<file path="src/design/sdCmdPkg.sv">
package sdCmdPkg;

    // ============================================================
    // frame geometry
    // ============================================================
    // command and short response are both 48 bits on the line
    localparam int frameBits = 48;
    localparam int crcBits   = 7;

    // ============================================================
    // request side
    // ============================================================
    // what the host expects back from the card
    typedef enum logic [1:0] {
        respNone  = 2'd0,
        // R1-like, crc checked
        respShort = 2'd1,
        // R3-like, crc field is all ones
        respOcr   = 2'd2
    } respKindT;

    // one host request
    typedef struct packed {
        logic [5:0]  index;
        logic [31:0] arg;
        respKindT    kind;
    } cmdReqT;

    // ============================================================
    // response side
    // ============================================================
    // 38 payload bits between transmission bit and crc
    // same bits read two ways, kind picks the view
    typedef union packed {
        struct packed {
            logic [5:0]  index;
            logic [31:0] cardStatus;
        } status;
        struct packed {
            // all ones from the card
            logic [5:0]  reserved;
            logic [31:0] ocr;
        } ocr;
    } respBodyT;

    // transaction result flags
    typedef struct packed {
        logic ok;
        logic crcError;
        logic frameError;
        logic noResponse;
    } respStatusT;

endpackage

</file>
<file path="src/design/crc7Gen.sv">
`timescale 1ns/10ps

module crc7Gen (
    input  logic                          int_clk,
    input  logic                          en,
    input  logic                          clear,
    input  logic                          bitEn,
    input  logic                          din,
    output logic [sdCmdPkg::crcBits-1:0] crc
);

    // x^7 + x^3 + 1, feedback lands on bits 0 and 3
    logic fb;
    assign fb = din ^ crc[6];

    always_ff @(posedge int_clk or negedge en) begin
        if (!en) begin
            crc <= '0;
        end else if (clear) begin
            crc <= '0;
        end else if (bitEn) begin
            crc <= {crc[5:3], crc[2] ^ fb, crc[1:0], fb};
        end
    end

endmodule

</file>
<file path="src/design/sdClkGen.sv">
`timescale 1ns/10ps

module sdClkGen #(
    parameter int clkDivHalf = 4
) (
    input  logic int_clk,
    input  logic en,
    output logic sdClk,
    output logic riseStb,
    output logic fallStb
);

    // counter width, at least one bit
    localparam int cntW = (clkDivHalf > 1) ? $clog2(clkDivHalf) : 1;

    logic [cntW-1:0] divCnt;
    logic            halfDone;

    // last int_clk cycle of a half period
    assign halfDone = (divCnt == cntW'(clkDivHalf - 1));

    // strobes line up with the cycle where sdClk has just changed
    always_ff @(posedge int_clk or negedge en) begin
        if (!en) begin
            divCnt  <= '0;
            sdClk   <= 1'b0;
            riseStb <= 1'b0;
            fallStb <= 1'b0;
        end else begin
            riseStb <= 1'b0;
            fallStb <= 1'b0;
            if (halfDone) begin
                divCnt  <= '0;
                sdClk   <= ~sdClk;
                // low now means going high
                riseStb <= ~sdClk;
                fallStb <= sdClk;
            end else begin
                divCnt <= divCnt + 1'b1;
            end
        end
    end

endmodule

</file>
<file path="src/design/cmdTransmitter.sv">
`timescale 1ns/10ps

module cmdTransmitter (
    input  logic             int_clk,
    input  logic             en,
    input  logic             fallStb,
    input  logic             txStart,
    input  sdCmdPkg::cmdReqT cmdReq,
    output logic             cmdOut,
    output logic             cmdOe,
    output logic             txDone
);

    // ============================================================
    // frame shifter
    // ============================================================
    logic [sdCmdPkg::frameBits-1:0] shiftReg;
    // bits still to send, 48 down to 0
    logic [5:0]                     bitCnt;
    logic                           active;
    logic [sdCmdPkg::crcBits-1:0]   crc;
    logic [2:0]                     crcIdx;
    logic                           crcPhase;
    logic                           hdrBit;
    logic                           txBit;

    // remaining 8..2 are the crc slots, msb first
    assign crcPhase = (bitCnt <= 6'(sdCmdPkg::crcBits + 1)) && (bitCnt > 6'd1);
    // header bits are the first 40 sent
    assign hdrBit   = active && (bitCnt > 6'(sdCmdPkg::crcBits + 1));
    // 8 wraps to 6, 2 maps to 0
    assign crcIdx   = bitCnt[2:0] - 3'd2;
    assign txBit    = crcPhase ? crc[crcIdx] : shiftReg[sdCmdPkg::frameBits-1];

    // running crc over header bits only
    crc7Gen crcTx (
        .int_clk(int_clk),
        .en     (en),
        .clear  (txStart),
        .bitEn  (fallStb && hdrBit),
        .din    (shiftReg[sdCmdPkg::frameBits-1]),
        .crc    (crc)
    );

    // crc field left zero, filled in on the fly
    always_ff @(posedge int_clk) begin
        if (txStart) begin
            shiftReg <= {2'b01, cmdReq.index, cmdReq.arg,
                         {sdCmdPkg::crcBits{1'b0}}, 1'b1};
        end else if (fallStb && active) begin
            shiftReg <= shiftReg << 1;
        end
    end

    // ============================================================
    // line control
    // ============================================================
    always_ff @(posedge int_clk or negedge en) begin
        if (!en) begin
            bitCnt <= '0;
            active <= 1'b0;
            cmdOut <= 1'b1;
            cmdOe  <= 1'b0;
            txDone <= 1'b0;
        end else begin
            txDone <= 1'b0;
            if (txStart) begin
                bitCnt <= 6'(sdCmdPkg::frameBits);
                active <= 1'b1;
            end else if (fallStb && active) begin
                if (bitCnt != 6'd0) begin
                    cmdOut <= txBit;
                    cmdOe  <= 1'b1;
                    bitCnt <= bitCnt - 1'b1;
                end else begin
                    // stop bit held a full period, release line
                    cmdOut <= 1'b1;
                    cmdOe  <= 1'b0;
                    active <= 1'b0;
                    txDone <= 1'b1;
                end
            end
        end
    end

endmodule

</file>
<file path="src/design/respReceiver.sv">
`timescale 1ns/10ps

module respReceiver #(
    parameter int respWaitLimit = 64
) (
    input  logic                 int_clk,
    input  logic                 en,
    input  logic                 riseStb,
    input  logic                 rxStart,
    input  sdCmdPkg::respKindT   kind,
    input  logic                 cmdIn,
    output logic                 rxDone,
    output sdCmdPkg::respStatusT rxFlags,
    output sdCmdPkg::respBodyT   respBody
);

    localparam int waitW = $clog2(respWaitLimit + 1);

    localparam logic [1:0] stIdle  = 2'd0;
    localparam logic [1:0] stWait  = 2'd1;
    localparam logic [1:0] stShift = 2'd2;
    localparam logic [1:0] stCheck = 2'd3;

    logic [1:0]                     state;
    logic [waitW-1:0]               waitCnt;
    logic [5:0]                     bitCnt;
    // frame bits 1..47, start bit not kept
    logic [sdCmdPkg::frameBits-2:0] shiftReg;
    sdCmdPkg::respKindT             kindReg;
    logic [sdCmdPkg::crcBits-1:0]   crc;
    logic                           startSeen;
    logic                           crcBitEn;

    assign startSeen = (state == stWait) && riseStb && !cmdIn;
    // start bit plus the next 39 go into the crc
    assign crcBitEn  = startSeen ||
                       ((state == stShift) && riseStb &&
                        (bitCnt > 6'(sdCmdPkg::crcBits + 1)));

    crc7Gen crcRx (
        .int_clk(int_clk),
        .en     (en),
        .clear  (rxStart),
        .bitEn  (crcBitEn),
        .din    (cmdIn),
        .crc    (crc)
    );

    // ============================================================
    // payload capture
    // ============================================================
    always_ff @(posedge int_clk) begin
        if (rxStart) begin
            kindReg <= kind;
        end
        if ((state == stShift) && riseStb) begin
            shiftReg <= {shiftReg[sdCmdPkg::frameBits-3:0], cmdIn};
        end
        // body only moves on a complete frame
        if (state == stCheck) begin
            respBody <= shiftReg[45:8];
        end
    end

    // ============================================================
    // receive FSM
    // ============================================================
    always_ff @(posedge int_clk or negedge en) begin
        if (!en) begin
            state   <= stIdle;
            waitCnt <= '0;
            bitCnt  <= '0;
            rxDone  <= 1'b0;
            rxFlags <= '0;
        end else begin
            rxDone <= 1'b0;
            case (state)
                stIdle: begin
                    if (rxStart) begin
                        waitCnt <= '0;
                        state   <= stWait;
                    end
                end
                stWait: begin
                    if (startSeen) begin
                        bitCnt <= 6'(sdCmdPkg::frameBits - 1);
                        state  <= stShift;
                    end else if (riseStb) begin
                        // card never answered
                        if (waitCnt == waitW'(respWaitLimit - 1)) begin
                            rxFlags <= '{ok: 1'b0, crcError: 1'b0,
                                         frameError: 1'b0, noResponse: 1'b1};
                            rxDone  <= 1'b1;
                            state   <= stIdle;
                        end else begin
                            waitCnt <= waitCnt + 1'b1;
                        end
                    end
                end
                stShift: begin
                    if (riseStb) begin
                        bitCnt <= bitCnt - 1'b1;
                        // stop bit just taken
                        if (bitCnt == 6'd1) begin
                            state <= stCheck;
                        end
                    end
                end
                default: begin
                    // transmission bit 0, stop bit 1
                    rxFlags.ok         <= 1'b0;
                    rxFlags.noResponse <= 1'b0;
                    rxFlags.frameError <= shiftReg[46] || !shiftReg[0];
                    // ocr replies carry no real crc
                    rxFlags.crcError   <= (kindReg == sdCmdPkg::respShort) &&
                                          (crc != shiftReg[sdCmdPkg::crcBits:1]);
                    rxDone <= 1'b1;
                    state  <= stIdle;
                end
            endcase
        end
    end

endmodule

</file>
<file path="src/design/cmdSequencer.sv">
`timescale 1ns/10ps

module cmdSequencer (
    input  logic                 int_clk,
    input  logic                 en,
    input  logic                 cmdStart,
    input  sdCmdPkg::cmdReqT     cmdReq,
    input  logic                 txDone,
    input  logic                 rxDone,
    input  sdCmdPkg::respStatusT rxFlags,
    output logic                 txStart,
    output sdCmdPkg::cmdReqT     heldReq,
    output logic                 rxStart,
    output logic                 busy,
    output logic                 done,
    output sdCmdPkg::respStatusT status
);

    localparam logic [1:0] stIdle = 2'd0;
    localparam logic [1:0] stTx   = 2'd1;
    localparam logic [1:0] stRx   = 2'd2;

    logic [1:0] state;
    logic       accept;

    // starts only count while idle
    assign accept = (state == stIdle) && cmdStart;

    // request held for the whole transaction
    always_ff @(posedge int_clk) begin
        if (accept) begin
            heldReq <= cmdReq;
        end
    end

    // ============================================================
    // transaction control
    // ============================================================
    always_ff @(posedge int_clk or negedge en) begin
        if (!en) begin
            state   <= stIdle;
            txStart <= 1'b0;
            rxStart <= 1'b0;
            busy    <= 1'b0;
            done    <= 1'b0;
            status  <= '0;
        end else begin
            txStart <= 1'b0;
            rxStart <= 1'b0;
            done    <= 1'b0;
            case (state)
                stIdle: begin
                    if (accept) begin
                        txStart <= 1'b1;
                        busy    <= 1'b1;
                        state   <= stTx;
                    end
                end
                stTx: begin
                    if (txDone) begin
                        if (heldReq.kind == sdCmdPkg::respNone) begin
                            // nothing to receive, finish now
                            status <= '{ok: 1'b1, crcError: 1'b0,
                                        frameError: 1'b0, noResponse: 1'b0};
                            done   <= 1'b1;
                            busy   <= 1'b0;
                            state  <= stIdle;
                        end else begin
                            rxStart <= 1'b1;
                            state   <= stRx;
                        end
                    end
                end
                default: begin
                    if (rxDone) begin
                        // ok only when no flag came back
                        status.ok         <= !(rxFlags.crcError || rxFlags.frameError ||
                                               rxFlags.noResponse);
                        status.crcError   <= rxFlags.crcError;
                        status.frameError <= rxFlags.frameError;
                        status.noResponse <= rxFlags.noResponse;
                        done  <= 1'b1;
                        busy  <= 1'b0;
                        state <= stIdle;
                    end
                end
            endcase
        end
    end

endmodule

</file>
<file path="src/design/sdCmdCtrl.sv">
`timescale 1ns/10ps

module sdCmdCtrl #(
    parameter int clkDivHalf    = 4,
    parameter int respWaitLimit = 64
) (
    input  logic                 int_clk,
    input  logic                 en,
    // host side
    input  logic                 cmdStart,
    input  sdCmdPkg::cmdReqT     cmdReq,
    output logic                 busy,
    output logic                 done,
    output sdCmdPkg::respStatusT status,
    output sdCmdPkg::respBodyT   respBody,
    // card side, pin split outside
    output logic                 sdClk,
    output logic                 cmdOut,
    output logic                 cmdOe,
    input  logic                 cmdIn
);

    logic                 riseStb;
    logic                 fallStb;
    logic                 txStart;
    logic                 txDone;
    logic                 rxStart;
    logic                 rxDone;
    sdCmdPkg::cmdReqT     heldReq;
    sdCmdPkg::respStatusT rxFlags;

    sdClkGen #(.clkDivHalf(clkDivHalf)) clkGen (
        .int_clk(int_clk), .en(en),
        .sdClk(sdClk), .riseStb(riseStb), .fallStb(fallStb)
    );

    cmdTransmitter tx (
        .int_clk(int_clk), .en(en), .fallStb(fallStb),
        .txStart(txStart), .cmdReq(heldReq),
        .cmdOut(cmdOut), .cmdOe(cmdOe), .txDone(txDone)
    );

    respReceiver #(.respWaitLimit(respWaitLimit)) rx (
        .int_clk(int_clk), .en(en), .riseStb(riseStb),
        .rxStart(rxStart), .kind(heldReq.kind), .cmdIn(cmdIn),
        .rxDone(rxDone), .rxFlags(rxFlags), .respBody(respBody)
    );

    cmdSequencer seq (
        .int_clk(int_clk), .en(en), .cmdStart(cmdStart), .cmdReq(cmdReq),
        .txDone(txDone), .rxDone(rxDone), .rxFlags(rxFlags),
        .txStart(txStart), .heldReq(heldReq), .rxStart(rxStart),
        .busy(busy), .done(done), .status(status)
    );

endmodule

</file>
<file path="config.mk">
export PLATFORM = sky130hd
export DESIGN_NAME = sdCmdCtrl
export DESIGN_NICKNAME = d
export VERILOG_FILES = /design/src/design/sdCmdPkg.sv /design/src/design/crc7Gen.sv /design/src/design/sdClkGen.sv /design/src/design/cmdTransmitter.sv /design/src/design/respReceiver.sv /design/src/design/cmdSequencer.sv /design/src/design/sdCmdCtrl.sv
export SDC_FILE = /design/constraint.sdc
export NUM_CORES = 1
export LEC_CHECK = 0
export BUFFER_PORTS_ARGS = -buffer_cell sky130_fd_sc_hd__buf_2
export CORE_UTILIZATION = 30
export DETAILED_ROUTE_END_ITERATION = 16
export PLACE_DENSITY = 0.51
export SYNTH_ARGS = -nofsm -noshare
export SYNTH_HDL_FRONTEND = slang
export SYNTH_SLANG_ARGS = --single-unit
</file>
<file path="constraint.sdc">
create_clock -name int_clk -period 4.7 [get_ports int_clk]
set_clock_uncertainty 0.15 [all_clocks]
set_input_delay 1.175 -clock int_clk [delete_from_list [all_inputs] [get_ports int_clk]]
set_output_delay 1.175 -clock int_clk [all_outputs]
set_load 0.02 [all_outputs]
</file>
==> results.json, run 1 <==
{
  "outcome": "finished clean",
  "drtAntennaViolNets": 0,
  "die_x_microns": 172,
  "cts_setup_buffers": 0,
  "sequential_power_share": 0.519,
  "pwr_cell_area_nw_per_um2": 489,
  "postSynth.asyncResetShare": 0.249,
  "netSwitchingFraction": 0.234,
  "via_count_of_the_first_global_routing_pass": 4613,
  "worst_slew_pin_slew_ns": 1.10,
  "finalSetupViolCount": 0,
  "cts_tree": "yes",
  "place_worst_setup_slack_ns": 2.00,
  "number_of_enable_type_register_cells_in_the_synthesized_netlist": 165,
  "global_route.usage.total": 0.102,
  "grt_first_pass_wirelength_mm": 24.3,
  "path_delay_family": "flip-flops",
  "floorplan.initialDensity": 0.309,
  "replace_congestion": 0.729,
  "clkTransAtPathRegs_ns": 0.06,
  "p_leak_nw": 3.84,
  "ys_seq_elements": 233,
  "synthToLayoutAreaGrowth_pct": 19.9,
  "hold_path_class": "flip-flop to flip-flop",
  "synth_nets": 652,
  "timing.setup.critical_path_class": "flip-flop to primary output",
  "grt_overflow_total": 0,
  "finalMaxSlewViolations": 0,
  "synth_fa_ha_area_frac": 0.0115,
  "finalCritPeriodShare": 0.542,
  "synthesis.area_per_instance_sq_um": 14.5,
  "post-synth-top-area-fraction": 0.570,
  "setup_tns_ns": 0,
  "layout_setup_ws_ns": 2.15,
  "intPower_mw": 3.91,
  "rsz0062_at_grt": "no",
  "avgRoutedWirePerCell_microns": 13.6,
  "cp_slowest_stage_delay_ns": 0.55,
  "nNetsFinal": 752,
  "yosys_warnings": 0,
  "n_antenna_cell": 0,
  "p_comb_frac": 0.091,
  "synth-xor-area-share": 0.0161,
  "post_synth_and_or_nand_nor_area_fraction": 0.0994,
  "layout-drive-gt1-share": 0.224,
  "finalHoldViolations": 0,
  "start_kind": "flip-flop",
  "worstPathCellList": "buf_2",
  "worst-endpoint-arrival_ns": 1.22,
  "placement_rows": 61,
  "vias_per_cell": 4.34,
  "multiplexer_area_fraction_after_synthesis": 0.0236,
  "timing.critical_path.to_type": "primary output",
  "drv.max_cap_violation_count": 0,
  "via_count": 4764,
  "placement.io_buffers": 90,
  "cts-root-to-sink-buffers": 3,
  "vdd.ir_drop.worst_uv": 278,
  "clk_root_buf": "sky130_fd_sc_hd__clkbuf_16",
  "power.net_switching_mw": 1.19,
  "detailedRoute.firstIterationViolations": 298,
  "crit_path_max_fanout": 2,
  "drc_markers": 0,
  "synth_cell_type_count": 52,
  "post-synth-top-area-cell": "sky130_fd_sc_hd__edfxtp_1",
  "die_height_microns": 172,
  "dominant_combinational_cell_family_by_area_after_synthesis": "simple AND/OR/NAND/NOR gates",
  "largest_net_degree_at_the_start_of_global_routing": 97,
  "grt_antenna_before_repair": 1,
  "post_cts_hold_buffer_count": 0,
  "cp.buffers_inverters": 1,
  "ys_top_cells_by_area": "sky130_fd_sc_hd__edfxtp_1 57%, sky130_fd_sc_hd__dfrtp_1 16%, sky130_fd_sc_hd__nand2_1 4.7%, sky130_fd_sc_hd__o21ai_0 2.9%, sky130_fd_sc_hd__dfxtp_1 2.3%",
  "worst_slew_margin_rel": 0.264,
  "critPathSlowestCell": "sky130_fd_sc_hd__dfstp_2",
  "synth_flop_cell": "sky130_fd_sc_hd__edfxtp_1",
  "design.die.area_sq_um": 29700,
  "clk-insertion-delay-late_ns": 0.51,
  "finalPower_mw": 5.10,
  "htreeDepth": 1,
  "drt_pre_antenna_iters": 4,
  "wirelength_mm": 14.9,
  "utilization": 0.370,
  "number_of_cts_inserted_buffers": 26,
  "synth_area_sq_um": 8700,
  "ctsResizeCount": 0,
  "synth-compound-area-share": 0.0731,
  "timing.final.crit_period_ns": 2.55,
  "syn_inst": 600,
  "hpwl_mm": 9.05,
  "tritoncts_num_sinks": 233,
  "critical_path_required_ns": 3.38,
  "fmaxAchievable_mhz": 393,
  "fillCellCount": 2722,
  "synth-seq-area-share": 0.760,
  "coreArea_sq_um": 28200,
  "io_pins": 91,
  "p_clk_frac": 0.390
}
[through the flow]
stage | std cells | hold WS, ns | area, sq um
global placement | 1050 | 0.269 | 9570
finish | 1097 | 0.279 | 10400
CTS | 1097 | 0.279 | 10400
global route | 1097 | 0.307 | 10400
detailed placement | 1050 | 0.272 | 9570
floorplan | 600 | 0.253 | 8700
[worst reg2reg max path, stage by stage, from the launching register on]
cell and delay [ns]:
sky130_fd_sc_hd__dfrtp_1 0.62, sky130_fd_sc_hd__nand3b_1 0.28, sky130_fd_sc_hd__inv_2 0.82, sky130_fd_sc_hd__nand3_1 0.19
sky130_fd_sc_hd__xnor2_1 0.17, sky130_fd_sc_hd__and2_1 0.15
[power by group through the flow]
stage / registers, mW / clock network [mW] / logic, mW
after floorplan: 2.65 / 0 / 0.355
after global placement: 2.68 / 0 / 0.470
after detailed placement: 2.69 / 0 / 0.477
after CTS: 2.65 / 2.06 / 0.480
after global routing: 2.68 / 2.14 / 0.534
final: 2.64 / 1.99 / 0.467
[state kept, by name (all words and copies together) (netlist names), 2 cells and up]
| signal | count |
|---|---|
| rx.waitCnt | 7 |
| tx.shiftReg | 48 |
| rx.crcRx.crc | 7 |
| rx.state | 2 |
| rx.shiftReg | 47 |
| clkGen.divCnt | 2 |
| seq.state | 2 |
| tx.crcTx.crc | 7 |
| seq.heldReq | 40 |
| rx.respBody | 38 |
| tx.bitCnt | 6 |
| seq.status | 4 |
| rx.bitCnt | 6 |
| rx.kindReg | 2 |
| rx.rxFlags | 3 |
[cell families (layout without fill, tap and decap cells)]
kind of cell,after synthesis,count (layout)
adder cells (fa/ha/maj),8,8
multiplexers,18,18
flip-flops,233,233
buffers and inverters,35,154
XOR/XNOR,16,16
AND/OR/NAND/NOR,186,186
AO/OA/AOI/OAI,104,104
[final cells by class]
class / instances / area, sq um / area share
sequential: 233 / 6610 / 0.634
multi-input combinational: 332 / 1960 / 0.188
clock buffer: 33 / 728 / 0.0699
tap: 378 / 473 / 0.0454
inverter: 12 / 45.0 / 0.00432
clock inverter: 14 / 121 / 0.0116
timing repair buffer: 95 / 488 / 0.0468
[worst paths after layout]
path | cells past startpoint | slack (ns) | startpoint | to
setup / recovery | 1 | 2.15 | tx.cmdOut$_DFFE_PN1P_ | cmdOut
hold / removal | 1 | 0.28 | clkGen.divCnt[0]$_DFF_PN0_ | clkGen.divCnt[0]$_DFF_PN0_
setup reg to reg | 5 | 2.24 | rx.state[1]$_DFFE_PN0P_ | rx.bitCnt[4]$_DFFE_PN0P_
hold reg to reg | 1 | 0.28 | clkGen.divCnt[0]$_DFF_PN0_ | clkGen.divCnt[0]$_DFF_PN0_
max in group asynchronous | 2 | 2.91 | en | tx.cmdOut$_DFFE_PN1P_
min in group asynchronous | 1 | 0.62 | en | rx.bitCnt[0]$_DFFE_PN0P_
[cell usage in the layout, fill, tap and decap left out, types with 3 or more instances in the layout]
cell,Yosys,layout
sky130_fd_sc_hd__buf_2,4,90
sky130_fd_sc_hd__edfxtp_1,165,165
sky130_fd_sc_hd__nor2b_1,9,9
sky130_fd_sc_hd__nor2_1,22,22
sky130_fd_sc_hd__nand3b_1,4,4
sky130_fd_sc_hd__xnor2_1,9,9
sky130_fd_sc_hd__a22o_1,10,10
sky130_fd_sc_hd__a21oi_1,20,20
sky130_fd_sc_hd__a32o_1,3,3
sky130_fd_sc_hd__a211oi_1,5,5
sky130_fd_sc_hd__or2_2,5,5
sky130_fd_sc_hd__clkbuf_16,0,27
sky130_fd_sc_hd__o21ai_0,51,51
sky130_fd_sc_hd__ha_1,8,8
sky130_fd_sc_hd__nand3_1,6,6
sky130_fd_sc_hd__mux2i_1,7,7
sky130_fd_sc_hd__dfrtp_1,57,56
sky130_fd_sc_hd__clkbuf_1,17,3
sky130_fd_sc_hd__clkinv_1,0,5
sky130_fd_sc_hd__dfxtp_1,10,10
sky130_fd_sc_hd__nor4_1,4,4
sky130_fd_sc_hd__xor2_1,7,7
sky130_fd_sc_hd__and2_1,4,4
sky130_fd_sc_hd__clkbuf_8,0,3
sky130_fd_sc_hd__inv_1,12,11
sky130_fd_sc_hd__mux2_2,10,10
sky130_fd_sc_hd__nand2_1,109,109
sky130_fd_sc_hd__buf_4,0,5
sky130_fd_sc_hd__a21o_1,4,4
sky130_fd_sc_hd__nand2b_1,6,5
sky130_fd_sc_hd__clkinv_2,0,5
[cells in the mapped netlist (all sizes together), types with 2 or more instances]
library cell and number:
clkbuf 17, nand2 109, inv 12, xor2 7, nor2b 9, buf 6
dfrtp 57, a32o 3, edfxtp 165, and2 5, o21ai 53, nand3b 4
nand3 6, o21a 2, dfxtp 10, a21oi 20, mux2i 7, a211oi 5
nor3 2, nor3b 4, or3 2, or2 5, nor2 23, a21o 4
mux2 10, nor4 4, nand2b 6, ha 8, a22o 10, xnor2 9
nand4 2
[routing by layer]
layer | global-route usage | up-vias | wire (microns)
met5 | 0 | - | 13
li1 | - | 2366 | -
met1 | 0.147 | 2249 | 7460
met4 | 0.0265 | 2 | 315
met3 | 0.0268 | 29 | 847
met2 | 0.152 | 118 | 6270
No activity file was read; power rests on OpenSTA's default activity.
==> run 2: changes to the inputs <==
Settings changed: PLACE_DENSITY 0.51 to 0.53.
Clock period 4.7 ns to 2.1 ns, I/O delays scaled along.
==> results.json, run 2 (synthesized netlist as in run 1, its figures left out) <==
{
  "die_x_microns": 172,
  "n_antenna_cell": 0,
  "finalNonFillerCells": 1111,
  "drtAntennaViolNets": 0,
  "via_count_of_the_first_global_routing_pass": 4763,
  "worst_slew_margin_rel": 0.694,
  "layout-drive-gt1-share": 0.243,
  "worst-endpoint-arrival_ns": 2.30,
  "detailedRoute.firstIterationViolations": 254,
  "drc_markers": 0,
  "r2r_start": "tx.bitCnt[2]$_DFFE_PN0P_",
  "dpl.cell_count": 1061,
  "avgRoutedWirePerCell_microns": 13.4,
  "area_of_the_multi_input_gates_sq_um": 1970,
  "htreeDepth": 1,
  "floorplan.initialDensity": 0.309,
  "drv.max_cap_violation_count": 0,
  "max_flop_register": "tx.shiftReg",
  "hold_worst_path_end": "seq.heldReq[28]$_DFFE_PP_",
  "cts_tree": "yes",
  "fmaxAchievable_mhz": 502,
  "pwr_cell_area_nw_per_um2": 1080,
  "hold_path_class": "input pin to flip-flop",
  "tritoncts_num_sinks": 233,
  "wirelength_mm": 14.9,
  "finalSetupViolCount": 0,
  "finalMaxSlewViolations": 0,
  "die_height_microns": 172,
  "timing.final.crit_period_ns": 1.99,
  "critical_path_required_ns": 2.41,
  "outcome": "finished clean",
  "most-common-layout-cells": "165 x sky130_fd_sc_hd__edfxtp_1, 109 x sky130_fd_sc_hd__nand2_1, 90 x sky130_fd_sc_hd__buf_2",
  "vdd.ir_drop.worst_uv": 571,
  "vias_per_cell": 4.34,
  "final-seq-area_sq_um": 6610,
  "p_leak_nw": 3.91,
  "worst_slew_pin_slew_ns": 0.455,
  "finalHoldViolations": 0,
  "nNetsFinal": 766,
  "number_of_cts_inserted_buffers": 27,
  "layout_commonest_cell": "sky130_fd_sc_hd__edfxtp_1",
  "crit_path_start": "tx.bitCnt[2]$_DFFE_PN0P_",
  "design.die.area_sq_um": 29700,
  "coreArea_sq_um": 28200,
  "r2r_cells": 6,
  "rsz0062_at_grt": "no",
  "io_pins": 91,
  "placement_rows": 61,
  "timing.critical_path.to_type": "flip-flop",
  "setup_tns_ns": 0,
  "grt_overflow_total": 0,
  "replace_congestion": 0.730,
  "grt_antenna_before_repair": 0,
  "via_count": 4825,
  "timing.setup.critical_path_class": "flip-flop to flip-flop",
  "ff2ff_setup_slack_ns": 0.11,
  "layout_top_registers": "tx.shiftReg (48), rx.shiftReg (47), seq.heldReq (40)",
  "largest_net_degree_at_the_start_of_global_routing": 48,
  "drt_pre_antenna_iters": 4,
  "max_ffs_per_register": 48,
  "cts-root-to-sink-buffers": 3,
  "reg2reg_capture_point": "tx.cmdOut$_DFFE_PN1P_",
  "clkTransAtPathRegs_ns": 0.06,
  "global_route.usage.total": 0.104,
  "clk-insertion-delay-late_ns": 0.52,
  "fillCellCount": 2695,
  "synthToLayoutAreaGrowth_pct": 22.2,
  "start_kind": "flip-flop",
  "grt_first_pass_wirelength_mm": 24.6,
  "hpwl_mm": 9.30,
  "launch_point_of_the_worst_hold_path": "cmdReq[28]",
  "finalCritPeriodShare": 0.948,
  "clk_root_buf": "sky130_fd_sc_hd__clkbuf_16",
  "placement.io_buffers": 90,
  "holdPathStages": 1,
  "crit_path_max_fanout": 4
}
[run 2: cell count changes in the layout (fill, tap and decap cells not counted), moves of 2 or more]
cell	change
sky130_fd_sc_hd__clkinvlp_4	+5
sky130_fd_sc_hd__buf_12	+6
sky130_fd_sc_hd__dlygate4sd3_1	+2
sky130_fd_sc_hd__clkbuf_8	-3
sky130_fd_sc_hd__buf_4	+5
sky130_fd_sc_hd__clkinv_4	+2
sky130_fd_sc_hd__clkinv_1	-2
[run 2: layout make-up]
type,count,area share
multi-input combinational,332,0.185
timing repair buffer,108,0.0627
sequential,233,0.622
clock buffer,29,0.0643
clock inverter,19,0.0166
inverter,12,0.00459
tap,378,0.0445
[run 2: worst max-delay path: stages, from the launching register on]
cell	delay [ns]
sky130_fd_sc_hd__dfrtp_1	0.42
sky130_fd_sc_hd__inv_1	0.09
sky130_fd_sc_hd__ha_1	0.36
sky130_fd_sc_hd__mux2i_1	0.14
sky130_fd_sc_hd__mux4_2	0.46
sky130_fd_sc_hd__mux2i_1	0.15
sky130_fd_sc_hd__mux2_2	0.17
[run 2: how the worst max path moves through the flow]
| stage | endpoint | slack [ns] | depth (start not counted) |
|---|---|---|---|
| after detailed placement | tx.bitCnt[5]$_DFFE_PN0P_ | 0.13 | 6 |
| after global placement | tx.bitCnt[5]$_DFFE_PN0P_ | 0.18 | 6 |
| after floorplan | seq.heldReq[0]$_DFFE_PP_ | -0.1 | 1 |
| after global routing | tx.cmdOut$_DFFE_PN1P_ | 0.03 | 6 |
| final | tx.cmdOut$_DFFE_PN1P_ | 0.11 | 6 |
| after CTS | tx.cmdOut$_DFFE_PN1P_ | 0.11 | 6 |
[run 2: routing by layer]
metal,GRT usage,vias to the layer above,wire [microns]
met5,0,-,0
met4,0.0292,0,370
met3,0.0240,24,810
met2,0.162,118,6470
met1,0.144,2285,7230
li1,-,2398,-
[run 2: report_power, final]
| part | leakage [nW] | internal (mW) | switching (mW) |
|---|---|---|---|
| registers | 2.30 | 5.60 | 0.318 |
| clock network | 0.412 | 2.62 | 1.87 |
| logic | 1.20 | 0.487 | 0.598 |
[run 2: repair_timing]
item | CTS | global route
buffers inserted | 0 | 0
gates resized for setup | 0 | 1
hold endpoints to repair | 13 | 0
hold buffers | 2 | 0
setup endpoints to repair | 0 | 1
[run 2: through the flow]
step | instance area [sq um] | power, mW | hold slack, ns | utilization | setup slack (ns)
after floorplan | 8730 | 6.74 | 0.0794 | - | -0.0964
after global placement | 9740 | 7.09 | 0.262 | 0.346 | 0.184
after detailed placement | 9740 | 7.12 | 0.266 | 0.346 | 0.126
after CTS | 10600 | 11.7 | 0.00347 | 0.377 | 0.107
after global routing | 10600 | 12.0 | 0.00504 | 0.377 | 0.0271
final | 10600 | 11.5 | 0.0328 | 0.377 | 0.110
==> run 3: changes to the inputs <==
Settings changed: CORE_ASPECT_RATIO set to 1.25.
==> results.json, run 3 (synthesized netlist as in run 1, its figures left out) <==
{
  "outcome": "finished clean",
  "placed_area_sq_um": 9710,
  "grt_antenna_before_repair": 1,
  "critPathSlowestCell": "sky130_fd_sc_hd__mux4_2",
  "layout_top_registers": "tx.shiftReg (48), rx.shiftReg (47), seq.heldReq (40)",
  "reg2reg_capture_point": "tx.cmdOut$_DFFE_PN1P_",
  "clk_root_buf": "sky130_fd_sc_hd__clkbuf_16",
  "holdPathStages": 1,
  "drt_pre_antenna_iters": 4,
  "timing.final.crit_period_ns": 1.96,
  "avgRoutedWirePerCell_microns": 13.1,
  "drtAntennaViolNets": 0,
  "io_pins": 91,
  "coreArea_sq_um": 28500,
  "hold_worst_path_end": "seq.heldReq[28]$_DFFE_PP_",
  "cts_tree": "yes",
  "fmaxAchievable_mhz": 509,
  "cts_setup_buffers": 0,
  "finalNonFillerCells": 1080,
  "grt_overflow_total": 0,
  "tritoncts_num_sinks": 233,
  "max_flop_register": "tx.shiftReg",
  "largest_net_degree_at_the_start_of_global_routing": 51,
  "htreeDepth": 1,
  "ff2ff_setup_slack_ns": 0.14,
  "layout_commonest_cell": "sky130_fd_sc_hd__edfxtp_1",
  "worst_slew_margin_rel": 0.627,
  "wirelength_mm": 14.2,
  "launch_point_of_the_worst_hold_path": "cmdReq[28]",
  "placement_rows": 69,
  "finalHoldViolations": 0,
  "cts-root-to-sink-buffers": 3,
  "die_height_microns": 192,
  "start_kind": "flip-flop",
  "finalSetupViolCount": 0,
  "dpl.cell_count": 1036,
  "worst_slew_pin_slew_ns": 0.560,
  "cp.buffers_inverters": 1,
  "pwr_cell_area_nw_per_um2": 1070,
  "n_antenna_cell": 0,
  "drc_markers": 0,
  "die_x_microns": 154,
  "worstPathCellList": "inv_1 > ha_1 > mux2i_1 > mux4_2 > mux2i_1 > mux2_2",
  "detailedRoute.firstIterationViolations": 238,
  "post-route-cell-area_sq_um": 10500,
  "cp_slowest_stage_delay_ns": 0.46,
  "critical-path-top-cell-by-count": "sky130_fd_sc_hd__mux2i_1",
  "path_delay_family": "multiplexers",
  "placement.io_buffers": 90,
  "design.die.area_sq_um": 29700,
  "max_ffs_per_register": 48,
  "r2r_start": "tx.bitCnt[2]$_DFFE_PN0P_",
  "hpwl_mm": 8.98,
  "layout-drive-gt1-share": 0.239,
  "hold_path_class": "input pin to flip-flop",
  "p_leak_nw": 3.88,
  "finalPower_mw": 11.3,
  "floorplan.initialDensity": 0.305,
  "crit_path_max_fanout": 4,
  "nNetsFinal": 760,
  "critical_path_required_ns": 2.41,
  "number_of_cts_inserted_buffers": 24,
  "clkTransAtPathRegs_ns": 0.06,
  "timing.critical_path.to_type": "flip-flop",
  "grt_first_pass_wirelength_mm": 23.5,
  "vias_per_cell": 4.44,
  "rsz0062_at_grt": "no",
  "via_count": 4795,
  "replace_congestion": 0.716,
  "worst-endpoint-arrival_ns": 2.27,
  "via_count_of_the_first_global_routing_pass": 4669,
  "finalMaxSlewViolations": 0,
  "synthToLayoutAreaGrowth_pct": 21.2,
  "r2r_cells": 6,
  "clk-insertion-delay-late_ns": 0.51,
  "global_route.usage.total": 0.0977,
  "finalCritPeriodShare": 0.935,
  "vdd.ir_drop.worst_uv": 687,
  "drv.max_cap_violation_count": 0,
  "most-common-layout-cells": "165 x sky130_fd_sc_hd__edfxtp_1, 109 x sky130_fd_sc_hd__nand2_1, 90 x sky130_fd_sc_hd__buf_2",
  "timing.setup.critical_path_class": "flip-flop to flip-flop"
}
==> run 3: report_power, final <==
group | switching, mW | leakage [nW] | internal (mW)
registers | 0.319 | 2.30 | 5.60
clock network | 1.77 | 0.395 | 2.56
logic | 0.594 | 1.18 | 0.482
total | 2.68 | 3.88 | 8.65
==> run 3: worst max path at each step <==
stage | from | end | slack, ns | cells after the start
6_report | tx.bitCnt[2]$_DFFE_PN0P_ | tx.cmdOut$_DFFE_PN1P_ | 0.14 | 6
5_1_grt | tx.bitCnt[2]$_DFFE_PN0P_ | tx.cmdOut$_DFFE_PN1P_ | 0.005 | 6
4_1_cts | tx.bitCnt[0]$_DFFE_PN0P_ | tx.bitCnt[5]$_DFFE_PN0P_ | 0.12 | 6
3_5_place_dp | tx.bitCnt[0]$_DFFE_PN0P_ | tx.bitCnt[5]$_DFFE_PN0P_ | 0.14 | 6
3_3_place_gp | tx.bitCnt[0]$_DFFE_PN0P_ | tx.bitCnt[5]$_DFFE_PN0P_ | 0.18 | 6
2_1_floorplan | cmdStart | seq.heldReq[0]$_DFFE_PP_ | -0.1 | 1
==> run 3: per-stage QoR <==
stage               TNS (ns)  setup WS [ns]  hold WS, ns  utilization
floorplan              -3.86        -0.0964       0.0794            -
global placement           0          0.184        0.262        0.341
detailed placement         0          0.143        0.267        0.341
CTS                        0          0.125      0.00564        0.370
global route               0        0.00491      0.00801        0.370
finish                     0          0.137       0.0325        0.370
==> run 3: area by class of cell <==
cell class / instances / area [sq um]
fillers: 2730 / 17900
flip-flops and latches: 233 / 6610
multi-input cells: 332 / 1970
repair buffers: 105 / 653
clock buffers: 25 / 626
well taps: 355 / 444
clock inverters: 18 / 195
inverters: 12 / 48.8
==> run 3: worst register-to-register path, stage by stage (launching register included) <==
cell and delay (ns):
sky130_fd_sc_hd__dfrtp_1 0.42, sky130_fd_sc_hd__inv_1 0.08, sky130_fd_sc_hd__ha_1 0.36, sky130_fd_sc_hd__mux2i_1 0.14, sky130_fd_sc_hd__mux4_2 0.46, sky130_fd_sc_hd__mux2i_1 0.14
sky130_fd_sc_hd__mux2_2 0.16
==> run 3: metal layers <==
| metal | track usage | share of wire | wire length (microns) |
|---|---|---|---|
| met2 | 0.159 | 0.46 | 6480 |
| met4 | 0.0350 | 0.021 | 298 |
| met5 | 0 | 0 | 0 |
| met3 | 0.0245 | 0.060 | 849 |
| met1 | 0.127 | 0.46 | 6530 |
==> run 3: what timing repair did <==
| item | in CTS | in global routing |
|---|---|---|
| endpoints found under the setup margin | 0 | 1 |
| hold buffers | 1 | 0 |
| resized for setup | 0 | 1 |
| hold endpoints to repair | 14 | 0 |
